### src/hw/id_serialize_pkg.sv
/* ID serializer shared definitions
   Channel widths and the AR/R payload structs for both ports */
`default_nettype none

package id_serialize_pkg;

  // Port widths
  localparam int unsigned SLV_ID_W = 4;
  localparam int unsigned MST_ID_W = 2;
  localparam int unsigned ADDR_W   = 16;
  localparam int unsigned DATA_W   = 32;
  localparam int unsigned LEN_W    = 8;

  typedef logic [SLV_ID_W-1:0] slv_id_t;
  typedef logic [MST_ID_W-1:0] mst_id_t;
  typedef logic [ADDR_W-1:0]   addr_t;
  typedef logic [DATA_W-1:0]   data_t;
  typedef logic [LEN_W-1:0]    len_t;

  // AR channel at the slave port, 28 bits
  typedef struct packed {
    slv_id_t id;
    addr_t   addr;
    len_t    len;
  } slv_ar_t;

  // AR channel at the master port, 26 bits
  typedef struct packed {
    mst_id_t id;
    addr_t   addr;
    len_t    len;
  } mst_ar_t;

  // R channel at the slave port, 37 bits
  typedef struct packed {
    slv_id_t id;
    data_t   data;
    logic    last;
  } slv_r_t;

  // R channel at the master port, 35 bits
  typedef struct packed {
    mst_id_t id;
    data_t   data;
    logic    last;
  } mst_r_t;

endpackage

`default_nettype wire

### src/hw/id_lane.sv
/* Serialization lane for one master ID
   One-entry AR buffer plus the held slave ID and the count of reads in flight */
`timescale 1ns/1ps
`default_nettype none

module id_lane
  import id_serialize_pkg::*;
#(
  parameter int unsigned LANE_IDX        = 0,
  parameter int unsigned NUM_UNIQ_IDS    = 3,
  parameter int unsigned MAX_TXNS_PER_ID = 2
) (
  input  wire            clk_i,
  input  wire            reset_i,
  input  wire slv_ar_t   slv_ar_i,
  input  wire            slv_ar_valid_i,
  input  wire            grant_i,
  input  wire            r_done_i,
  output logic           ar_ready_o,
  output logic           req_o,
  output mst_ar_t        lane_ar_o,
  output logic [SLV_ID_W-1:0] held_id_o
);

  localparam int unsigned CNT_W = $clog2(MAX_TXNS_PER_ID + 1);

  logic             lane_hit;
  logic             id_ok;
  logic             admit;
  logic             buf_full_q;
  mst_ar_t          buf_q;
  logic [CNT_W-1:0] cnt_q;
  slv_id_t          held_id_q;

  // Request belongs here when its ID folds onto this lane index
  assign lane_hit = ((32'(slv_ar_i.id) % NUM_UNIQ_IDS) == LANE_IDX);

  // Idle lane takes any ID; a busy lane only more of the same ID, up to the limit
  always_comb begin
    if (cnt_q == '0) begin
      id_ok = 1'b1;
    end else begin
      id_ok = (held_id_q == slv_ar_i.id) && (cnt_q < CNT_W'(MAX_TXNS_PER_ID));
    end
  end

  assign ar_ready_o = lane_hit && !buf_full_q && id_ok;
  assign admit      = ar_ready_o && slv_ar_valid_i;

  // Buffer occupancy, emptied when the arbiter takes the entry
  always_ff @(posedge clk_i) begin
    if (reset_i) begin
      buf_full_q <= 1'b0;
    end else if (admit) begin
      buf_full_q <= 1'b1;
    end else if (grant_i) begin
      buf_full_q <= 1'b0;
    end
  end

  // Buffered payload with the narrow lane ID
  always_ff @(posedge clk_i) begin
    if (admit) begin
      buf_q.id   <= MST_ID_W'(LANE_IDX);
      buf_q.addr <= slv_ar_i.addr;
      buf_q.len  <= slv_ar_i.len;
    end
  end

  // In-flight count, from admission to the last R beat
  always_ff @(posedge clk_i) begin
    if (reset_i) begin
      cnt_q <= '0;
    end else begin
      case ({admit, r_done_i})
        2'b10:   cnt_q <= cnt_q + 1'b1;
        2'b01:   cnt_q <= cnt_q - 1'b1;
        default: cnt_q <= cnt_q;
      endcase
    end
  end

  // Only meaningful while the count is nonzero
  always_ff @(posedge clk_i) begin
    if (admit) begin
      held_id_q <= slv_ar_i.id;
    end
  end

  assign req_o     = buf_full_q;
  assign lane_ar_o = buf_q;
  assign held_id_o = held_id_q;

endmodule

`default_nettype wire

### src/hw/ar_arbiter.sv
/* Round-robin AR arbiter
   Picks among full lane buffers and loads a registered master AR slot */
`timescale 1ns/1ps
`default_nettype none

module ar_arbiter
  import id_serialize_pkg::*;
#(
  parameter int unsigned NUM_UNIQ_IDS = 3
) (
  input  wire                              clk_i,
  input  wire                              reset_i,
  input  wire [NUM_UNIQ_IDS-1:0]           req_i,
  input  wire mst_ar_t [NUM_UNIQ_IDS-1:0]  lane_ar_i,
  input  wire                              mst_ar_ready_i,
  output logic [NUM_UNIQ_IDS-1:0]          grant_o,
  output mst_ar_t                          mst_ar_o,
  output logic                             mst_ar_valid_o
);

  typedef enum logic {
    SLOT_EMPTY = 1'b0,
    SLOT_FULL  = 1'b1
  } slot_state_e;

  slot_state_e state_q;
  slot_state_e state_d;
  mst_id_t     last_q;
  mst_id_t     pick;
  logic        found;
  logic        load;
  mst_ar_t     slot_q;

  // First requester after the last granted lane
  always_comb begin
    int unsigned idx;
    found = 1'b0;
    pick  = last_q;
    for (int unsigned off = 1; off <= NUM_UNIQ_IDS; off++) begin
      idx = (32'(last_q) + off) % NUM_UNIQ_IDS;
      if (!found && req_i[idx]) begin
        found = 1'b1;
        pick  = MST_ID_W'(idx);
      end
    end
  end

  // Slot can take a new request when empty or draining this cycle
  assign load = found && ((state_q == SLOT_EMPTY) || mst_ar_ready_i);

  always_comb begin
    grant_o = '0;
    if (load) begin
      grant_o[pick] = 1'b1;
    end
  end

  always_comb begin
    state_d = state_q;
    case (state_q)
      SLOT_EMPTY: begin
        if (load) begin
          state_d = SLOT_FULL;
        end
      end
      SLOT_FULL: begin
        if (mst_ar_ready_i && !load) begin
          state_d = SLOT_EMPTY;
        end
      end
      default: state_d = SLOT_EMPTY;
    endcase
  end

  // Pointer starts on the top lane so lane 0 wins first
  always_ff @(posedge clk_i) begin
    if (reset_i) begin
      state_q <= SLOT_EMPTY;
      last_q  <= MST_ID_W'(NUM_UNIQ_IDS - 1);
    end else begin
      state_q <= state_d;
      if (load) begin
        last_q <= pick;
      end
    end
  end

  // Master ID is the lane index
  always_ff @(posedge clk_i) begin
    if (load) begin
      slot_q      <= lane_ar_i[pick];
      slot_q.id   <= pick;
    end
  end

  assign mst_ar_o       = slot_q;
  assign mst_ar_valid_o = (state_q == SLOT_FULL);

endmodule

`default_nettype wire

### src/hw/r_return.sv
/* Read response return path
   Maps master R beats back to their lane and restores the slave ID */
`timescale 1ns/1ps
`default_nettype none

module r_return
  import id_serialize_pkg::*;
#(
  parameter int unsigned NUM_UNIQ_IDS = 3
) (
  input  wire mst_r_t                          mst_r_i,
  input  wire                                  mst_r_valid_i,
  input  wire                                  slv_r_ready_i,
  input  wire [NUM_UNIQ_IDS-1:0][SLV_ID_W-1:0] held_ids_i,
  output slv_r_t                               slv_r_o,
  output logic                                 slv_r_valid_o,
  output logic                                 mst_r_ready_o,
  output logic [NUM_UNIQ_IDS-1:0]              r_done_o
);

  logic    beat_xfer;
  slv_id_t orig_id;

  // Master ID is the lane index; out-of-range IDs never carry a live read
  always_comb begin
    orig_id = '0;
    if (32'(mst_r_i.id) < NUM_UNIQ_IDS) begin
      orig_id = held_ids_i[mst_r_i.id];
    end
  end

  always_comb begin
    slv_r_o.id   = orig_id;
    slv_r_o.data = mst_r_i.data;
    slv_r_o.last = mst_r_i.last;
  end

  // Handshake passes straight through
  assign slv_r_valid_o = mst_r_valid_i;
  assign mst_r_ready_o = slv_r_ready_i;
  assign beat_xfer     = mst_r_valid_i && slv_r_ready_i;

  // Last beat retires one read from its lane
  always_comb begin
    for (int unsigned k = 0; k < NUM_UNIQ_IDS; k++) begin
      r_done_o[k] = beat_xfer && mst_r_i.last && (32'(mst_r_i.id) == k);
    end
  end

endmodule

`default_nettype wire

### src/hw/axi_id_serialize_rd.sv
/* Read-only AXI ID serializer
   Folds wide slave IDs onto NUM_UNIQ_IDS lanes, one slave ID per lane at a time */
`timescale 1ns/1ps
`default_nettype none

module axi_id_serialize_rd
  import id_serialize_pkg::*;
#(
  parameter int unsigned NUM_UNIQ_IDS    = 3,
  parameter int unsigned MAX_TXNS_PER_ID = 2
) (
  input  wire          clk_i,
  input  wire          reset_i,
  // Slave AR
  input  wire slv_ar_t slv_ar_i,
  input  wire          slv_ar_valid_i,
  output logic         slv_ar_ready_o,
  // Slave R
  input  wire          slv_r_ready_i,
  output slv_r_t       slv_r_o,
  output logic         slv_r_valid_o,
  // Master AR
  input  wire          mst_ar_ready_i,
  output mst_ar_t      mst_ar_o,
  output logic         mst_ar_valid_o,
  // Master R
  input  wire mst_r_t  mst_r_i,
  input  wire          mst_r_valid_i,
  output logic         mst_r_ready_o
);

  logic    [NUM_UNIQ_IDS-1:0]               lane_ready;
  logic    [NUM_UNIQ_IDS-1:0]               lane_req;
  logic    [NUM_UNIQ_IDS-1:0]               lane_grant;
  logic    [NUM_UNIQ_IDS-1:0]               lane_done;
  mst_ar_t [NUM_UNIQ_IDS-1:0]               lane_ar;
  logic    [NUM_UNIQ_IDS-1:0][SLV_ID_W-1:0] lane_held_id;

  // One lane per master ID
  for (genvar i = 0; i < NUM_UNIQ_IDS; i++) begin : gen_lanes
    id_lane #(
      .LANE_IDX        ( i               ),
      .NUM_UNIQ_IDS    ( NUM_UNIQ_IDS    ),
      .MAX_TXNS_PER_ID ( MAX_TXNS_PER_ID )
    ) i_id_lane (
      .clk_i          ( clk_i           ),
      .reset_i        ( reset_i         ),
      .slv_ar_i       ( slv_ar_i        ),
      .slv_ar_valid_i ( slv_ar_valid_i  ),
      .grant_i        ( lane_grant[i]   ),
      .r_done_i       ( lane_done[i]    ),
      .ar_ready_o     ( lane_ready[i]   ),
      .req_o          ( lane_req[i]     ),
      .lane_ar_o      ( lane_ar[i]      ),
      .held_id_o      ( lane_held_id[i] )
    );
  end

  // Only the addressed lane can be ready, so the OR acts as the demux
  assign slv_ar_ready_o = |lane_ready;

  ar_arbiter #(
    .NUM_UNIQ_IDS ( NUM_UNIQ_IDS )
  ) i_ar_arbiter (
    .clk_i          ( clk_i          ),
    .reset_i        ( reset_i        ),
    .req_i          ( lane_req       ),
    .lane_ar_i      ( lane_ar        ),
    .mst_ar_ready_i ( mst_ar_ready_i ),
    .grant_o        ( lane_grant     ),
    .mst_ar_o       ( mst_ar_o       ),
    .mst_ar_valid_o ( mst_ar_valid_o )
  );

  r_return #(
    .NUM_UNIQ_IDS ( NUM_UNIQ_IDS )
  ) i_r_return (
    .mst_r_i       ( mst_r_i       ),
    .mst_r_valid_i ( mst_r_valid_i ),
    .slv_r_ready_i ( slv_r_ready_i ),
    .held_ids_i    ( lane_held_id  ),
    .slv_r_o       ( slv_r_o       ),
    .slv_r_valid_o ( slv_r_valid_o ),
    .mst_r_ready_o ( mst_r_ready_o ),
    .r_done_o      ( lane_done     )
  );

endmodule

`default_nettype wire

### config.mk
export PLATFORM = sky130hd
export DESIGN_NAME = axi_id_serialize_rd
export DESIGN_NICKNAME = d
export VERILOG_FILES = /design/src/hw/id_serialize_pkg.sv /design/src/hw/id_lane.sv /design/src/hw/ar_arbiter.sv /design/src/hw/r_return.sv /design/src/hw/axi_id_serialize_rd.sv
export SDC_FILE = /design/constraint.sdc
export NUM_CORES = 1
export LEC_CHECK = 0
export ABC_CLOCK_PERIOD_IN_PS = 8800
export BUFFER_PORTS_ARGS = -buffer_cell sky130_fd_sc_hd__buf_2
export CAP_MARGIN = 20
export CORE_MARGIN = 4
export CORE_UTILIZATION = 49
export CTS_BUF_LIST = sky130_fd_sc_hd__clkbuf_8 sky130_fd_sc_hd__clkbuf_16
export DETAILED_ROUTE_END_ITERATION = 10
export PLACE_DENSITY = 0.85
export SYNTH_ARGS = -nofsm -noshare
export SYNTH_HDL_FRONTEND = slang
export SYNTH_SLANG_ARGS = --single-unit
### constraint.sdc
create_clock -name clk_i -period 8.8 [get_ports clk_i]
set_clock_uncertainty 0.15 [all_clocks]
set_input_delay 2.2 -clock clk_i [delete_from_list [all_inputs] [get_ports clk_i]]
set_output_delay 2.2 -clock clk_i [all_outputs]
set_load 0.005 [all_outputs]
==> impl_metrics.tcl <==
set metrics [dict create \
    synthArstFlopShare_pct 0 \
    final-setup-viol-count 0 \
    dr.pass1.iters 4 \
    cts_max_path_buffers 2 \
    syn_inst 433 \
    worst_hold_slack_ns 0.344 \
    yosysSeqAreaShare_pct 61.2 \
    port_buffers 71 \
    htreeDepth 4 \
    fillers 901 \
    yosysWarnings 0 \
    synth_area_leader_cell "edfxtp_1" \
    cts.sinks 122 \
    slew_headroom_pct 27.6 \
    ios 136 \
    syn_to_final_growth_pct 14.4 \
    wl_met2_um 5710 \
    cts_setup_buffers 0 \
    powerDensity_nw_per_um2 228 \
    via_per_inst 5.76 \
    hold_buffers 0 \
    antenna_cells 0 \
    fin_crit_sh_pct 87.3 \
    place.gp.congestion 0.895 \
    layout_commonest_cell "edfxtp_1" \
    worstPathMaxFanout 18 \
    ys_ff_latch 122 \
    synth.area.top_cells "edfxtp_1 (57%), mux2i_1 (5.7%), buf_4 (4.7%)" \
    track_usage_pct 17.1 \
    cts_tree "built" \
    wl_per_cell_um 18.4 \
    syn_nets 511 \
    dp_cells 593 \
    grt_pass1_wl_um 18100 \
    grt_overflow_total 0 \
    drt_iter0_markers 215 \
    drive_gt1_share_pct 24.2 \
    ant_nets 0 \
    hold_path.class "flip-flop to flip-flop" \
    synth_edf_count 110 \
    max_stage_delay_ns 0.49 \
    start_util_pct 50.3 \
    worstSkewPairLatency_ns 0.39 \
    rows 39 \
    end_kind "output port" \
    criticalPathCategory "input port to output port" \
    crit_slowest_cell "nor4b_1" \
    cts.clk_slew.worst_paths_ns 0.06 \
    fin_crit_ns 7.68 \
    die_h_um 117 \
    cts_buffers 17 \
    dp_slack_ns 1.15 \
    hold_viol_final 0 \
    wirelength_um 11500 \
    achievable-frequency_mhz 130 \
    cts-root-buf "clkbuf_16" \
    die_area_um2 13600 \
    wl_met3_um 760 \
    syn_area_um2 5790 \
    status "complete, no violations" \
    worst_slack_ns 1.12 \
    worstMarginPinSlew_ns 1.09 \
    grt_pass1_vias 3590 \
    layout_common_cells "edfxtp_1 (110), buf_2 (71), mux2i_1 (33), o2bb2ai_1 (24), clkbuf_16 (17)" \
    avgSynthCellArea_um2 13.4 \
    crit_arrival_ns 5.33 \
    synth_top_area_share_pct 57.0 \
    drt-met1-wl_um 4970 \
    irDropWorstVdd_mv 0.165 \
    finalNonFillerCells 626 \
    finalMaxSlewViolations 0 \
    die_x_um 117 \
    fin_setup_tns_ns 0 \
    antenna_found_initial 0 \
    required_ns 6.45 \
    grt_setup_unrepaired "no" \
    ys_types 62 \
    coreArea_um2 11500 \
    p_total_w 0.00151 \
    nNetsFinal 548 \
    drc 0 \
    maxUsedRoutingLayer "met4" \
    synth-main-ff-cell "edfxtp_1" \
    startpoint_type "input port" \
    cp_cell_sequence "buf_2, nor2b_1, ha_1, a21boi_4, nand4bb_1, nand2_1, ha_1, nor4b_1, nand2_1, or3_1, a31oi_1, buf_2" \
    cap_viol_max_count 0 \
    dp_hpwl_um 7380 \
    vias 3604 \
    cts_resized 0 \
    grt_max_degree 29 \
    p_leak_nw 2.50 \
]
sequential cells by signal (all words and copies together) (netlist names):
signal and flops:
gen_lanes.i_id_lane.held_id_o 12, gen_lanes.i_id_lane.cnt_q 6, gen_lanes.i_id_lane.lane_ar_o 72, i_ar_arbiter.mst_ar_valid_o 1, i_ar_arbiter.last_q 2, gen_lanes.i_id_lane.req_o 3, i_ar_arbiter.mst_ar_o 26
worst paths after layout:
path	slack, ns	startpoint	cells after the start	endpoint
setup reg to reg	5.59	i_ar_arbiter.last_q[0]	8	i_ar_arbiter.mst_ar_o[13]
hold reg to reg	0.34	gen_lanes[1].i_id_lane.cnt_q[1]	2	gen_lanes[1].i_id_lane.cnt_q[1]
setup / recovery	1.12	slv_ar_i[26]	12	slv_ar_ready_o
hold / removal	0.34	gen_lanes[1].i_id_lane.cnt_q[1]	2	gen_lanes[1].i_id_lane.cnt_q[1]
layer usage:
metal  track usage (%)  vias to the layer above
met5                 0                        -
met4              5.28                        0
met3              4.82                       14
met2              28.7                      114
met1              21.6                     1771
li1                  -                     1705
cell type report:
class,count,area [µm²],area share (%)
flip-flops and latches,122,3540,53.5
clock inverters,15,166,2.51
inverters,13,48.8,0.737
repair buffers,76,413,6.23
well taps,143,179,2.70
clock buffers,17,425,6.42
multi-input cells,240,1850,27.9
stage by stage:
| step | util [%] | cell area [µm²] |
|---|---|---|
| 6_report | 57.5 | 6630 |
| 5_1_grt | 57.5 | 6630 |
| 4_1_cts | 57.3 | 6600 |
| 3_5_place_dp | 52.2 | 6010 |
| 3_3_place_gp | 52.2 | 6010 |
| 2_1_floorplan | - | 5790 |
synthesized netlist by cell type (all sizes together), types with 2 or more instances:
master   number
nand4bb       2
a2111oi       2
clkbuf       14
o31ai         3
o41ai         2
nor3          7
xor2         11
edfxtp      110
o21bai        2
o2bb2ai      25
nand2        15
nor3b         5
buf          44
nor4bb        2
o2111ai       2
o21ai        16
a21o          2
xnor2         7
nand2b        6
nor2         10
nor2b         9
and2          3
a21boi        4
a31oi         2
or2           2
o211ai        3
nand3         5
dfxtp        12
or3           6
a311o         3
ha            9
inv          13
nand4         6
a211o         4
nor4b         2
a21oi        11
mux2i        33
o21a          4
o31a          2
report_power, final:
part	switching, W	internal [W]	leakage [nW]	total, W
combinational	0.0000936	0.0000639	1.12	0.000157
sequential	0.00000889	0.000663	1.09	0.000672
clock	0.000256	0.000423	0.288	0.000679
cell families after synthesis:
family,count (synthesis),share of synthesized area (%)
AOI/OAI and AO/OA,95,12.6
xor gates and xnor gates,18,2.72
adders and majority gates,9,1.94
buffers and inverters,71,7.17
DFF,122,61.2
muxes,34,5.90
and+or+nand+nor,84,8.49
worst max-delay path: cells and delay by family:
kind | cells | cell delay (ns)
and+or+nand+nor | 6 | 1.61
AOI/OAI and AO/OA | 2 | 0.47
adders and majority gates | 2 | 0.63
buffers and inverters | 2 | 0.41
Note: power is estimated with default switching activity, not from simulation.
